File: src/common/bip_macros.svh
`ifndef BIP_MACROS_SVH
`define BIP_MACROS_SVH

// Instruction word and its two fields
`define BIP_INSTR_W    16
`define BIP_OPCODE_W   5
`define BIP_OPERAND_W  11

// Accumulator and data memory word
`define BIP_DATA_W     16

// Program memory
`define BIP_PMEM_DEPTH 2048
`define BIP_PMEM_AW    11

// Data memory, addressed directly by the operand
`define BIP_DMEM_DEPTH 2048
`define BIP_DMEM_AW    11

`endif

File: src/common/bip_pkg.sv
`include "bip_macros.svh"

package bip_pkg;

   typedef logic [`BIP_INSTR_W-1:0]   instr_t;
   typedef logic [`BIP_OPCODE_W-1:0]  opcode_t;
   typedef logic [`BIP_OPERAND_W-1:0] operand_t;
   typedef logic [`BIP_DATA_W-1:0]    data_t;
   typedef logic [`BIP_PMEM_AW-1:0]   pc_t;
   typedef logic [`BIP_DMEM_AW-1:0]   daddr_t;
   typedef logic [1:0]                sela_t;

   // Opcodes, in instruction set order
   localparam opcode_t OP_HALT  = 5'd0;
   localparam opcode_t OP_STORE = 5'd1; // mem[op] <= acc
   localparam opcode_t OP_LOAD  = 5'd2; // acc <= mem[op]
   localparam opcode_t OP_LDI   = 5'd3; // acc <= sext(op)
   localparam opcode_t OP_ADD   = 5'd4;
   localparam opcode_t OP_ADDI  = 5'd5;
   localparam opcode_t OP_SUB   = 5'd6;
   localparam opcode_t OP_SUBI  = 5'd7;

   // Accumulator sources
   localparam sela_t SELA_MEM = 2'b00; // Memory read data
   localparam sela_t SELA_IMM = 2'b01; // Sign extended operand
   localparam sela_t SELA_ALU = 2'b10; // Adder output

   // Second ALU operand
   localparam logic SELB_MEM = 1'b0;
   localparam logic SELB_IMM = 1'b1;

endpackage

File: src/common/bip_ctrl_if.sv
`timescale 1ns/1ps

// Decoded control from the control unit to the datapath
interface bip_ctrl_if;

   bip_pkg::sela_t   sel_a;    // Accumulator source
   logic             sel_b;    // ALU operand, 1 picks immediate
   logic             wr_acc;   // Accumulator write enable
   logic             add_nsub; // 1 add, 0 subtract
   bip_pkg::operand_t operand;

   modport ctrl (
      output sel_a, sel_b, wr_acc, add_nsub, operand
   );

   modport dp (
      input sel_a, sel_b, wr_acc, add_nsub, operand
   );

endinterface

File: src/control/bip_control.sv
`timescale 1ns/1ps
`include "bip_macros.svh"

module bip_control (
   input  logic               i_clk,
   input  logic               i_rst,
   input  bip_pkg::instr_t    i_instruction,
   output bip_pkg::pc_t       o_pc,
   output logic               o_dmem_wr,
   output logic               o_dmem_rd,
   output logic               o_halted,
   bip_ctrl_if.ctrl           ctrl_bus
);

   bip_pkg::pc_t      pc;
   bip_pkg::opcode_t  opcode;
   bip_pkg::operand_t operand;

   logic              pc_en;    // Advance to next instruction
   bip_pkg::sela_t    sel_a;
   logic              sel_b;
   logic              wr_acc;
   logic              add_nsub;
   logic              dmem_wr;
   logic              dmem_rd;

   // Field split
   assign opcode  = i_instruction[`BIP_INSTR_W-1 -: `BIP_OPCODE_W];
   assign operand = i_instruction[`BIP_OPERAND_W-1:0];

   always_comb begin
      pc_en    = 1'b0;           // Halt unless decoded below
      sel_a    = bip_pkg::SELA_MEM;
      sel_b    = bip_pkg::SELB_MEM;
      wr_acc   = 1'b0;
      add_nsub = 1'b0;
      dmem_wr  = 1'b0;
      dmem_rd  = 1'b0;
      case (opcode)
         bip_pkg::OP_STORE: begin
            pc_en   = 1'b1;
            sel_a   = 2'b11;     // Don't care, acc not written
            dmem_wr = 1'b1;
         end
         bip_pkg::OP_LOAD: begin
            pc_en   = 1'b1;
            wr_acc  = 1'b1;
            dmem_rd = 1'b1;
         end
         bip_pkg::OP_LDI: begin
            pc_en  = 1'b1;
            sel_a  = bip_pkg::SELA_IMM;
            wr_acc = 1'b1;
         end
         bip_pkg::OP_ADD: begin
            pc_en    = 1'b1;
            sel_a    = bip_pkg::SELA_ALU;
            wr_acc   = 1'b1;
            add_nsub = 1'b1;
            dmem_rd  = 1'b1;
         end
         bip_pkg::OP_ADDI: begin
            pc_en    = 1'b1;
            sel_a    = bip_pkg::SELA_ALU;
            sel_b    = bip_pkg::SELB_IMM;
            wr_acc   = 1'b1;
            add_nsub = 1'b1;
         end
         bip_pkg::OP_SUB: begin
            pc_en   = 1'b1;
            sel_a   = bip_pkg::SELA_ALU;
            wr_acc  = 1'b1;
            dmem_rd = 1'b1;
         end
         bip_pkg::OP_SUBI: begin
            pc_en  = 1'b1;
            sel_a  = bip_pkg::SELA_ALU;
            sel_b  = bip_pkg::SELB_IMM;
            wr_acc = 1'b1;
         end
         default: ;              // Halt and unknown opcodes
      endcase
   end

   // Program counter, holds on halt
   always_ff @(posedge i_clk) begin
      if (i_rst) begin
         pc <= '0;
      end else if (pc_en) begin
         pc <= pc + 1'b1;
      end
   end

   assign o_pc      = pc;
   assign o_halted  = ~pc_en;
   assign o_dmem_wr = dmem_wr & ~i_rst; // No strobes while in reset
   assign o_dmem_rd = dmem_rd & ~i_rst;

   assign ctrl_bus.sel_a    = sel_a;
   assign ctrl_bus.sel_b    = sel_b;
   assign ctrl_bus.wr_acc   = wr_acc;
   assign ctrl_bus.add_nsub = add_nsub;
   assign ctrl_bus.operand  = operand;

endmodule

File: src/flat_wrapper.sv
// flat-port wrapper written by rule: the top's interface ports become plain ports
module bip_control_flat 
  (i_clk, i_rst, i_instruction, o_pc, o_dmem_wr, o_dmem_rd, o_halted, ctrl_bus_sel_a, ctrl_bus_sel_b, ctrl_bus_wr_acc, ctrl_bus_add_nsub, ctrl_bus_operand);
  bip_ctrl_if ctrl_bus_i ();
  input  logic i_clk;
  input  logic i_rst;
  input  bip_pkg::instr_t i_instruction;
  output bip_pkg::pc_t o_pc;
  output logic o_dmem_wr;
  output logic o_dmem_rd;
  output logic o_halted;
  output wire logic [$bits(ctrl_bus_i.sel_a)-1:0] ctrl_bus_sel_a;
  output wire logic [$bits(ctrl_bus_i.sel_b)-1:0] ctrl_bus_sel_b;
  output wire logic [$bits(ctrl_bus_i.wr_acc)-1:0] ctrl_bus_wr_acc;
  output wire logic [$bits(ctrl_bus_i.add_nsub)-1:0] ctrl_bus_add_nsub;
  output wire logic [$bits(ctrl_bus_i.operand)-1:0] ctrl_bus_operand;
  assign ctrl_bus_sel_a = ctrl_bus_i.sel_a;
  assign ctrl_bus_sel_b = ctrl_bus_i.sel_b;
  assign ctrl_bus_wr_acc = ctrl_bus_i.wr_acc;
  assign ctrl_bus_add_nsub = ctrl_bus_i.add_nsub;
  assign ctrl_bus_operand = ctrl_bus_i.operand;
  bip_control u_core (.i_clk(i_clk), .i_rst(i_rst), .i_instruction(i_instruction), .o_pc(o_pc), .o_dmem_wr(o_dmem_wr), .o_dmem_rd(o_dmem_rd), .o_halted(o_halted), .ctrl_bus(ctrl_bus_i));
endmodule
File: config.mk
export PLATFORM = sky130hd
export DESIGN_NAME = bip_control_flat
export DESIGN_NICKNAME = d
export VERILOG_FILES = /design/src/common/bip_pkg.sv /design/src/common/bip_ctrl_if.sv /design/src/control/bip_control.sv /design/src/flat_wrapper.sv
export VERILOG_INCLUDE_DIRS = /design/src /design/src/common
export SDC_FILE = /design/constraint.sdc
export NUM_CORES = 1
export LEC_CHECK = 0
export BUFFER_PORTS_ARGS = -buffer_cell sky130_fd_sc_hd__buf_2
export CAP_MARGIN = 10
export CORE_MARGIN = 4
export CORE_UTILIZATION = 35
export CTS_CLUSTER_DIAMETER = 50
export CTS_CLUSTER_SIZE = 14
export DETAILED_ROUTE_END_ITERATION = 10
export GPL_TIMING_DRIVEN = 1
export PLACE_DENSITY_LB_ADDON = 0.15
export SLEW_MARGIN = 20
export SYNTH_ARGS = -nofsm -noshare
export SYNTH_HDL_FRONTEND = slang
export SYNTH_SLANG_ARGS = --single-unit
File: constraint.sdc
create_clock -name i_clk -period 1.5 [get_ports i_clk]
set_clock_uncertainty 0.15 [all_clocks]
set_input_delay 0.15 -clock i_clk [delete_from_list [all_inputs] [get_ports i_clk]]
set_output_delay 0.15 -clock i_clk [all_outputs]
set_load 0.1 [all_outputs]
==> impl_metrics.tcl <==
set metrics [dict create \
    initial_core_util_pct 37.5 \
    numClockSinks 11 \
    htree_num_levels 1 \
    p_switching_mw 0.236 \
    powerDensity_mw_per_mm2 581 \
    nFillCells 153 \
    pwr-share-seq_pct 40.5 \
    period_share_pct 106 \
    finalSetupTns_ns -0.130 \
    dpl.hpwl_um 1470 \
    grt_pass1_wl_um 2980 \
    max_freq_mhz 628 \
    post-route-min-period_ns 1.59 \
    die_w_um 51.5 \
    power_frac_comb_pct 31.6 \
    final_nets 126 \
    vias_per_cell 4.82 \
    rsz0062_at_grt "yes" \
    max_slew_margin_pct 67.6 \
    max-cap-violations 0 \
    num_antenna_cells 0 \
    final_area_mm2 0.00121 \
    yosys_warnings 0 \
    finalPower_mw 0.704 \
    status "finished, violations left" \
    final_cells 131 \
    power.clock.fraction_pct 27.9 \
    setup_ws_ns -0.0911 \
    arrival_ns 1.59 \
    synthCells 77 \
    min-delay-start "i_rst" \
    finalHoldViolations 0 \
    die_y_um 51.5 \
    path_class "reg2reg" \
    grt.overflow.total 0 \
    setup_viol 3 \
    reg2reg_depth 5 \
    cts_tree "yes" \
    insertion_delay_ns 0.26 \
    core_mm2 0.00176 \
    r2r_end "u_core.o_pc[6]" \
    tightest_slew_ns 0.490 \
    drc 0 \
    max_stage_delay_ns 0.41 \
    die-area_mm2 0.00265 \
    rows 15 \
    antenna_found_initial 0 \
    whs_endpoint "u_core.o_pc[7]" \
    ys_ff_latch 11 \
    routed_wl_um 1760 \
    dp.cells 127 \
    synth_area_um2 662 \
    grt_max_degree 15 \
    ir_drop_mv 0.585 \
    startpoint_type "flip-flop" \
    drt-initial-drc-count 1 \
    cts_buffer_depth 2 \
    post_drt_wl_per_cell_um 13.5 \
    drt_first_pass_iters 2 \
    endpoint_kind "flip-flop" \
    r2r_setup_slack_ns -0.09 \
    gp_congestion 0.747 \
    grt_use_total_pct 15.2 \
    syn_avg_cell_area_um2 8.60 \
    timing.hold.ws_ns 0.0887 \
    leakage_nw 0.483 \
    ant_nets 0 \
    r2r-start "u_core.o_pc[1]" \
    clkTransAtPathRegs_ns 0.07 \
    grt_pass1_vias 669 \
    ios 48 \
    final_max_slew_viol_count 0 \
    cp_max_fo 3 \
    cpMaxStageDelayCell "or3b_4" \
    internal_power_mw 0.468 \
    cts-root-buf "clkbuf_4" \
    yosysSeqAreaShare_pct 33.3 \
    dp_slack_ns -0.102 \
    ys_types 26 \
    cts_made_buffers 3 \
    switching_share_pct 33.5 \
    final_util_pct 68.7 \
    hold_class "in2reg" \
    place_area_mm2 0.00117 \
    synth_fp_nets 96 \
    failed_checks "setup timing" \
    port_buffers 25 \
    area_growth_pct 83.0 \
    worst-endpoint-required_ns 1.50 \
    drive_gt1_share_pct 67.0 \
    whs_path_depth 2 \
    cts_setup_buffers 0 \
    num_vias 632 \
    largest_reg_flops 11 \
    crit_path_cell_trace "ha_4 -> or3b_4 -> nor4b_4 -> xnor2_1 -> nor2_1" \
]
==> worst max-delay path: cells and delay by family (launching register included) <==
kind                     cells  cell delay (ns)
XOR/XNOR                     1             0.14
adder cells (fa/ha/maj)      1             0.13
flip-flops                   1             0.36
AND/OR/NAND/NOR              3             0.69
==> logic make-up after synthesis <==
group,count (synthesis),synth area share [%]
AND/OR/NAND/NOR,38,33.6
buffers and inverters,14,14.2
flip-flops,11,33.3
XOR/XNOR,9,11.9
AO/OA/AOI/OAI,2,1.89
multiplexers,2,3.21
adder cells (fa/ha/maj),1,1.89
==> cells in the final DEF, fill, tap and decap left out, types with 2 or more instances in the layout <==
master and instances:
nor4_2 2, buf_2 15, xor2_1 2, nor2_1 11
nor4_4 2, buf_12 10, buf_4 12, clkbuf_4 3
and3_1 2, xnor2_1 7, inv_1 2, nor3_2 2
dfxtp_4 9, nand2_1 2, nor4b_4 2, nor3b_4 2
==> power by group through the flow <==
| stage | Combinational [mW] | Clock [mW] | Sequential [mW] |
|---|---|---|---|
| after CTS | 0.224 | 0.205 | 0.285 |
| final | 0.222 | 0.196 | 0.285 |
| after global routing | 0.232 | 0.227 | 0.286 |
| after floorplan | 0.231 | 0 | 0.319 |
| after detailed placement | 0.223 | 0 | 0.292 |
| after global placement | 0.220 | 0 | 0.291 |
==> how the worst max path moves through the flow <==
stage	startpoint	to	slack, ns	cells past startpoint
3_3_place_gp	u_core.o_pc[1]	u_core.o_pc[6]	-0.05	5
5_1_grt	u_core.o_pc[1]	u_core.o_pc[6]	-0.20	5
4_1_cts	u_core.o_pc[1]	u_core.o_pc[6]	-0.11	5
2_1_floorplan	i_instruction[14]	o_dmem_wr	-1.06	2
6_report	u_core.o_pc[1]	u_core.o_pc[6]	-0.09	5
3_5_place_dp	u_core.o_pc[1]	u_core.o_pc[6]	-0.10	5
==> timing repair <==
action	in CTS	in global routing
resized for setup	0	2
hold buffers	0	0
endpoints found under the setup margin	4	7
pin swaps	0	1
hold endpoints to repair	0	0
==> per-layer routing <==
metal | global-route usage [%] | part of all wire [%] | up-vias
li1 | - | - | 310
met1 | 17.2 | 40 | 296
met2 | 24.4 | 52 | 19
met3 | 5.25 | 5.4 | 7
met4 | 9.17 | 2.3 | 0
met5 | 0 | 0 | -
==> synthesized netlist by cell type <==
cell type | n | share of area (%)
nor3b_1 | 3 | 3.4
nor4b_1 | 1 | 1.3
dfxtp_1 | 11 | 33
o21a_1 | 1 | 1.1
nand2_1 | 3 | 1.7
nand3_1 | 3 | 2.3
nand4_1 | 1 | 0.95
inv_1 | 2 | 1.1
mux2_2 | 1 | 1.7
nor2_1 | 12 | 6.8
mux2i_1 | 1 | 1.5
clkbuf_1 | 1 | 0.57
xor2_1 | 2 | 2.6
nor4b_2 | 1 | 2.3
xnor2_1 | 7 | 9.3
nor2b_1 | 1 | 0.95
nand4bb_1 | 1 | 1.7
a21oi_1 | 1 | 0.76
ha_1 | 1 | 1.9
or3_1 | 1 | 0.95
nor4_1 | 3 | 2.8
nor3_1 | 4 | 3.0
and3_1 | 2 | 1.9
buf_4 | 11 | 12
or3b_4 | 1 | 1.7
nor4_2 | 1 | 1.9
==> final cells by class <==
type | instances | area [um2] | share of cell area, %
Multi-Input combinational cell | 52 | 526 | 43.4
Timing Repair Buffer | 37 | 365 | 30.2
Sequential cell | 11 | 255 | 21.1
Tap cell | 25 | 31.3 | 2.58
Clock buffer | 4 | 26.3 | 2.17
Inverter | 2 | 7.51 | 0.620
(Power assumes the default switching activity.)
