`config.mk`:
```
export PLATFORM = sky130hd
export DESIGN_NAME = bip_datapath_flat
export DESIGN_NICKNAME = d
export VERILOG_FILES = /design/src/common/bip_pkg.sv /design/src/common/bip_ctrl_if.sv /design/src/common/bip_dmem_if.sv /design/src/datapath/bip_datapath.sv /design/src/flat_wrapper.sv
export VERILOG_INCLUDE_DIRS = /design/src /design/src/common
export SDC_FILE = /design/constraint.sdc
export NUM_CORES = 1
export LEC_CHECK = 0
export BUFFER_PORTS_ARGS = -buffer_cell sky130_fd_sc_hd__buf_4
export CAP_MARGIN = 15
export CELL_PAD_IN_SITES_DETAIL_PLACEMENT = 0
export CELL_PAD_IN_SITES_GLOBAL_PLACEMENT = 1
export CORE_ASPECT_RATIO = 1.25
export CORE_MARGIN = 5
export CORE_UTILIZATION = 37
export DETAILED_ROUTE_END_ITERATION = 10
export PLACE_DENSITY_LB_ADDON = 0.1
export SYNTH_ARGS = -nofsm -noshare
export SYNTH_HDL_FRONTEND = slang
export SYNTH_SLANG_ARGS = --single-unit
```
`constraint.sdc`:
```
create_clock -name i_clk -period 4.62 [get_ports i_clk]
set_input_delay 0.462 -clock i_clk [delete_from_list [all_inputs] [get_ports i_clk]]
set_output_delay 0.462 -clock i_clk [all_outputs]
set_load 0.02 [all_outputs]
```
`src/common/bip_macros.svh`:
```
`ifndef BIP_MACROS_SVH
`define BIP_MACROS_SVH

// Instruction word and its two fields
`define BIP_INSTR_W    16
`define BIP_OPCODE_W   5
`define BIP_OPERAND_W  11

// Accumulator and data memory word
`define BIP_DATA_W     16

// Program memory
`define BIP_PMEM_DEPTH 2048
`define BIP_PMEM_AW    11

// Data memory, addressed directly by the operand
`define BIP_DMEM_DEPTH 2048
`define BIP_DMEM_AW    11

`endif

```
`src/common/bip_pkg.sv`:
```
`include "bip_macros.svh"

package bip_pkg;

   typedef logic [`BIP_INSTR_W-1:0]   instr_t;
   typedef logic [`BIP_OPCODE_W-1:0]  opcode_t;
   typedef logic [`BIP_OPERAND_W-1:0] operand_t;
   typedef logic [`BIP_DATA_W-1:0]    data_t;
   typedef logic [`BIP_PMEM_AW-1:0]   pc_t;
   typedef logic [`BIP_DMEM_AW-1:0]   daddr_t;
   typedef logic [1:0]                sela_t;

   // Opcodes, in instruction set order
   localparam opcode_t OP_HALT  = 5'd0;
   localparam opcode_t OP_STORE = 5'd1; // mem[op] <= acc
   localparam opcode_t OP_LOAD  = 5'd2; // acc <= mem[op]
   localparam opcode_t OP_LDI   = 5'd3; // acc <= sext(op)
   localparam opcode_t OP_ADD   = 5'd4;
   localparam opcode_t OP_ADDI  = 5'd5;
   localparam opcode_t OP_SUB   = 5'd6;
   localparam opcode_t OP_SUBI  = 5'd7;

   // Accumulator sources
   localparam sela_t SELA_MEM = 2'b00; // Memory read data
   localparam sela_t SELA_IMM = 2'b01; // Sign extended operand
   localparam sela_t SELA_ALU = 2'b10; // Adder output

   // Second ALU operand
   localparam logic SELB_MEM = 1'b0;
   localparam logic SELB_IMM = 1'b1;

endpackage

```
`src/common/bip_ctrl_if.sv`:
```
`timescale 1ns/1ps

// Decoded control from the control unit to the datapath
interface bip_ctrl_if;

   bip_pkg::sela_t   sel_a;    // Accumulator source
   logic             sel_b;    // ALU operand, 1 picks immediate
   logic             wr_acc;   // Accumulator write enable
   logic             add_nsub; // 1 add, 0 subtract
   bip_pkg::operand_t operand;

   modport ctrl (
      output sel_a, sel_b, wr_acc, add_nsub, operand
   );

   modport dp (
      input sel_a, sel_b, wr_acc, add_nsub, operand
   );

endinterface

```
`src/common/bip_dmem_if.sv`:
```
`timescale 1ns/1ps

interface bip_dmem_if;

   bip_pkg::daddr_t addr;
   bip_pkg::data_t  wdata;
   logic            wr;    // Store strobe
   logic            rd;    // Read strobe
   bip_pkg::data_t  rdata;

   // Strobes come from the control unit through the top
   modport master (
      output addr, wdata,
      input  rdata
   );

   modport mem (
      input  addr, wdata, wr, rd,
      output rdata
   );

endinterface

```
`src/datapath/bip_datapath.sv`:
```
`timescale 1ns/1ps
`include "bip_macros.svh"

module bip_datapath (
   input  logic           i_clk,
   input  logic           i_rst,
   output bip_pkg::data_t o_acc,
   bip_ctrl_if.dp         ctrl_bus,
   bip_dmem_if.master     dmem
);

   localparam int EXT_W = `BIP_DATA_W - `BIP_OPERAND_W;

   bip_pkg::data_t acc;
   bip_pkg::data_t acc_next;
   bip_pkg::data_t imm;        // Sign extended operand
   bip_pkg::data_t alu_b;
   bip_pkg::data_t alu_out;

   assign imm = {{EXT_W{ctrl_bus.operand[`BIP_OPERAND_W-1]}}, ctrl_bus.operand};

   // Second operand mux
   assign alu_b = (ctrl_bus.sel_b == bip_pkg::SELB_IMM) ? imm : dmem.rdata;

   always_comb begin
      if (ctrl_bus.add_nsub) begin
         alu_out = acc + alu_b;
      end else begin
         alu_out = acc - alu_b;  // Wraps at word width
      end
   end

   always_comb begin
      case (ctrl_bus.sel_a)
         bip_pkg::SELA_MEM: acc_next = dmem.rdata;
         bip_pkg::SELA_IMM: acc_next = imm;
         bip_pkg::SELA_ALU: acc_next = alu_out;
         default:           acc_next = acc;
      endcase
   end

   // Accumulator
   always_ff @(posedge i_clk) begin
      if (i_rst) begin
         acc <= '0;
      end else if (ctrl_bus.wr_acc) begin
         acc <= acc_next;
      end
   end

   // Operand is the direct data address
   assign dmem.addr  = bip_pkg::daddr_t'(ctrl_bus.operand);
   assign dmem.wdata = acc;

   assign o_acc = acc;

endmodule

```
`src/flat_wrapper.sv`:
```
// flat-port wrapper written by rule: the top's interface ports become plain ports
module bip_datapath_flat 
  (i_clk, i_rst, o_acc, ctrl_bus_sel_a, ctrl_bus_sel_b, ctrl_bus_wr_acc, ctrl_bus_add_nsub, ctrl_bus_operand, dmem_addr, dmem_wdata, dmem_rdata);
  bip_ctrl_if ctrl_bus_i ();
  bip_dmem_if dmem_i ();
  input  logic i_clk;
  input  logic i_rst;
  output bip_pkg::data_t o_acc;
  input wire logic [$bits(ctrl_bus_i.sel_a)-1:0] ctrl_bus_sel_a;
  input wire logic [$bits(ctrl_bus_i.sel_b)-1:0] ctrl_bus_sel_b;
  input wire logic [$bits(ctrl_bus_i.wr_acc)-1:0] ctrl_bus_wr_acc;
  input wire logic [$bits(ctrl_bus_i.add_nsub)-1:0] ctrl_bus_add_nsub;
  input wire logic [$bits(ctrl_bus_i.operand)-1:0] ctrl_bus_operand;
  output wire logic [$bits(dmem_i.addr)-1:0] dmem_addr;
  output wire logic [$bits(dmem_i.wdata)-1:0] dmem_wdata;
  input wire logic [$bits(dmem_i.rdata)-1:0] dmem_rdata;
  assign ctrl_bus_i.sel_a = ctrl_bus_sel_a;
  assign ctrl_bus_i.sel_b = ctrl_bus_sel_b;
  assign ctrl_bus_i.wr_acc = ctrl_bus_wr_acc;
  assign ctrl_bus_i.add_nsub = ctrl_bus_add_nsub;
  assign ctrl_bus_i.operand = ctrl_bus_operand;
  assign dmem_addr = dmem_i.addr;
  assign dmem_wdata = dmem_i.wdata;
  assign dmem_i.rdata = dmem_rdata;
  bip_datapath u_core (.i_clk(i_clk), .i_rst(i_rst), .o_acc(o_acc), .ctrl_bus(ctrl_bus_i), .dmem(dmem_i));
endmodule
```
==> reports/qor.txt <==
power density cells: 236 nW/um2
net switching power: 0.298 mW
family of cells with the greatest summed delay on the critical path: compound AO/OA/AOI/OAI gates
finished layout cell area: 2940 um2
DR iter-0 viols: 111
final period utilization: 75.0%
Setup TNS: 0 ps
starting density of the core: 37.8%
antenna violations before repair: 0
critical path launch point type: primary input
post-route DRC violation count: 0
path type of the worst setup path: in2reg
# diodes: 0
total setup violations reported at the end of the flow: 0
setup ws final: 1150 ps
total of flip-flops plus latches after synthesis: 16
count of boundary I/O pins: 77
routed via count divided by cell count: 5.48
clock-pin slew of the registers on the worst-case setup and hold paths: 80 ps
total track usage: 17.7%
Area Overhead vs Synth: 19.1%
number of nets in the finished design: 416
number of buffers created by CTS: 3
cell type with the highest occurrence count on the critical path: sky130_fd_sc_hd__ha_1
hold buffers post-CTS: 0
prevailing post-synth register cell: sky130_fd_sc_hd__dfxtp_1
total gr overflow: 0
actual transition at the worst max-transition pin: 758 ps
vias in the first global route: 2363
core area: 6520 um2
RD Place Congestion: 0.846
number of sinks handled by clock tree synthesis: 16
highest attainable clock frequency: 289 MHz
detailed-routing iteration count for the pre-antenna-repair pass: 5
number of violations of the max-capacitance limit: 0
half-perimeter wire length after placement: 5.73 mm
number of flip-flops in the largest register: 16
Hold Path Sink: u_core.dmem.wdata[11]
Sw Share: 43.0%
post-DR wirelength/cell: 17.0 um
Post CTS Setup Buffer Count: 0
deepest clock path buffer count: 2
wire length of the first global-routing pass: 12.0 mm
origin of the critical flop-to-flop path: u_core.dmem.wdata[0]
hold depth: 2
worst flop-to-flop path endpoint: u_core.dmem.wdata[14]
clock root buffer master: sky130_fd_sc_hd__clkbuf_8
area of the die: 8410 um2
number of enable-type register cells in the synthesized netlist: 0
internal cell power: 0.395 mW
worst endpoint data arrival time: 3620 ps
setup repair after global routing missed its margin: false
part of the power in the clock network: 20.0%
fraction of layout cells with a size suffix above 1: 27.4%
final number of hold-violating endpoints: 0
Unique masters post-synth: 57
tightest slew margin relative to the limit: 49.5%
number of cells produced by synthesis: 319
remaining antenna violation count: 0
area share of the largest cell type after synthesis: 13.0%
cell count of the worst reg-to-reg path: 10
longest individual stage delay on the worst path: 360 ps
count of standard-cell rows: 33
critical path endpoint category: flip-flop
footprint of the multi-input gates: 1830 um2
post-route clock skew: 1.53 ps
portion of the post-synthesis area used by sequential elements: 13.0%
area taken by flip-flops and latches: 320 um2
count of buffers inserted at the top-level ports: 76
Buffers & Inverters on Critical Path: 1
largest net degree at the start of global routing: 35
clock latency of the later-clocked register in the worst-skew pair: 260 ps
placed standard-cell area: 2880 um2
Synth warnings: 0
area of the mapped netlist: 2470 um2
cell taking the most area after synthesis: sky130_fd_sc_hd__dfxtp_1
cell type of the slowest stage on the worst timing path: sky130_fd_sc_hd__nor3_1
worst-path maximum fanout: 34
via count of the routed design: 2440
number of fillers in the final layout: 694
portion of total power attributed to sequential cells: 23.7%
combinational share of power: 56.3%
async set-reset flop share out of synthesis: 0%
minimum clock period: 3470 ps
max-slew violations: 0
list of cells traversed by the critical path: buf_4 > mux2i_1 > ha_1 > o221ai_1 > nor3_1 > or2_2 > xor2_1 > ha_1 > nand2_1 > a2111oi_2 > a21o_1 > a31oi_1 > o21ai_2 > xnor2_1 > o22ai_2
Resized Gates After CTS: 0
nets in the synthesized netlist: 376
setup slack after placement: 835 ps
startpoint of the lowest-slack hold path: u_core.dmem.wdata[11]
run status: finished clean
die extent in x: 83.0 um
H-Tree Depth: 1
average cell area after synthesis: 7.73 um2
Synth top cells by count: 28 x sky130_fd_sc_hd__buf_4, 28 x sky130_fd_sc_hd__nand2_1, 22 x sky130_fd_sc_hd__ha_1, 22 x sky130_fd_sc_hd__nor2_1, 22 x sky130_fd_sc_hd__o21ai_0
dominant cells by area after synthesis: sky130_fd_sc_hd__dfxtp_1 13%, sky130_fd_sc_hd__ha_1 11%, sky130_fd_sc_hd__buf_4 8.5%, sky130_fd_sc_hd__xnor2_1 7.1%, sky130_fd_sc_hd__mux2i_1 4.5%
class of the tightest hold or removal check: reg2reg
peak supply drop: 0.0000980 V
Detailed Route WL: 7.55 mm
Static Leakage: 1.29 nW
CTS tree: built
reg-to-reg slack, setup: 2130 ps
DIE HEIGHT: 101 um
required time of the worst setup path: 4770 ps
[worst max-delay path by stage]
stage	slack (ps)	cells after the start	start	endpoint
after floorplan	1060	17	ctrl_bus_sel_b	u_core.dmem.wdata[15]
after global placement	930	15	ctrl_bus_sel_b	u_core.dmem.wdata[15]
after detailed placement	830	15	ctrl_bus_sel_b	u_core.dmem.wdata[15]
after CTS	1110	15	ctrl_bus_sel_b	u_core.dmem.wdata[15]
after global routing	770	15	ctrl_bus_sel_b	u_core.dmem.wdata[15]
final	1150	15	ctrl_bus_sel_b	u_core.dmem.wdata[15]
[cells by family after synthesis]
family | synth area share, %
compound gates | 29.2
flops | 13.0
fa+ha+maj | 12.0
mux | 5.48
xor+xnor | 8.88
buf+inv | 12.7
simple gates | 18.8
[area by class of cell]
type                            instances  area share (%)
Multi-Input combinational cell        250            62.4
Timing Repair Buffer                   77            19.7
Sequential cell                        16            10.9
Tap cell                               87            3.71
Clock buffer                            4            1.87
Inverter                               11            1.41
[power by group through the flow]
| stage | Combinational, mW | Sequential (mW) | Clock (mW) |
|---|---|---|---|
| after floorplan | 0.272 | 0.179 | 0 |
| after global placement | 0.390 | 0.168 | 0 |
| after detailed placement | 0.389 | 0.168 | 0 |
| after CTS | 0.392 | 0.165 | 0.146 |
| after global routing | 0.431 | 0.167 | 0.148 |
| final | 0.390 | 0.164 | 0.139 |
[placed cells by master (no fill, tap or decap), types with 4 or more instances in the layout]
cell type / instances
sky130_fd_sc_hd__buf_4: 77
sky130_fd_sc_hd__nand2_1: 28
sky130_fd_sc_hd__nor2_1: 22
sky130_fd_sc_hd__o21ai_0: 22
sky130_fd_sc_hd__ha_1: 22
sky130_fd_sc_hd__xnor2_1: 20
sky130_fd_sc_hd__a21oi_1: 19
sky130_fd_sc_hd__dfxtp_1: 16
sky130_fd_sc_hd__inv_1: 11
sky130_fd_sc_hd__mux2i_1: 11
sky130_fd_sc_hd__o211ai_1: 8
sky130_fd_sc_hd__nor3_1: 7
sky130_fd_sc_hd__nand2b_1: 6
sky130_fd_sc_hd__a221o_1: 6
sky130_fd_sc_hd__xor2_1: 5
sky130_fd_sc_hd__o21a_1: 5
sky130_fd_sc_hd__a21o_1: 5
sky130_fd_sc_hd__a22oi_1: 5
sky130_fd_sc_hd__or3_1: 4
sky130_fd_sc_hd__a211oi_1: 4
sky130_fd_sc_hd__clkbuf_8: 4
[stage by stage]
step / cells / utilization [%] / power, mW / hold slack [ps]
after floorplan: 319 / - / 0.451 / 558
after global placement: 441 / 44.2 / 0.558 / 486
after detailed placement: 441 / 44.2 / 0.557 / 493
after CTS: 445 / 45.0 / 0.703 / 506
after global routing: 445 / 45.0 / 0.746 / 545
final: 445 / 45.0 / 0.694 / 501
[routing by layer]
layer / share of wire [%] / global-route usage (%) / vias to the layer above
met5: 0 / 0 / -
met4: 2.5 / 5.79 / 0
met3: 5.6 / 2.77 / 14
met2: 50 / 32.7 / 93
met1: 42 / 20.9 / 1119
li1: - / - / 1214
[tightest hold or removal path: stages (launching register included)]
cell,delay [ps]
sky130_fd_sc_hd__dfxtp_1,350
sky130_fd_sc_hd__nand2_1,60
sky130_fd_sc_hd__a21oi_1,50
Note: power is estimated with default switching activity, not from simulation.
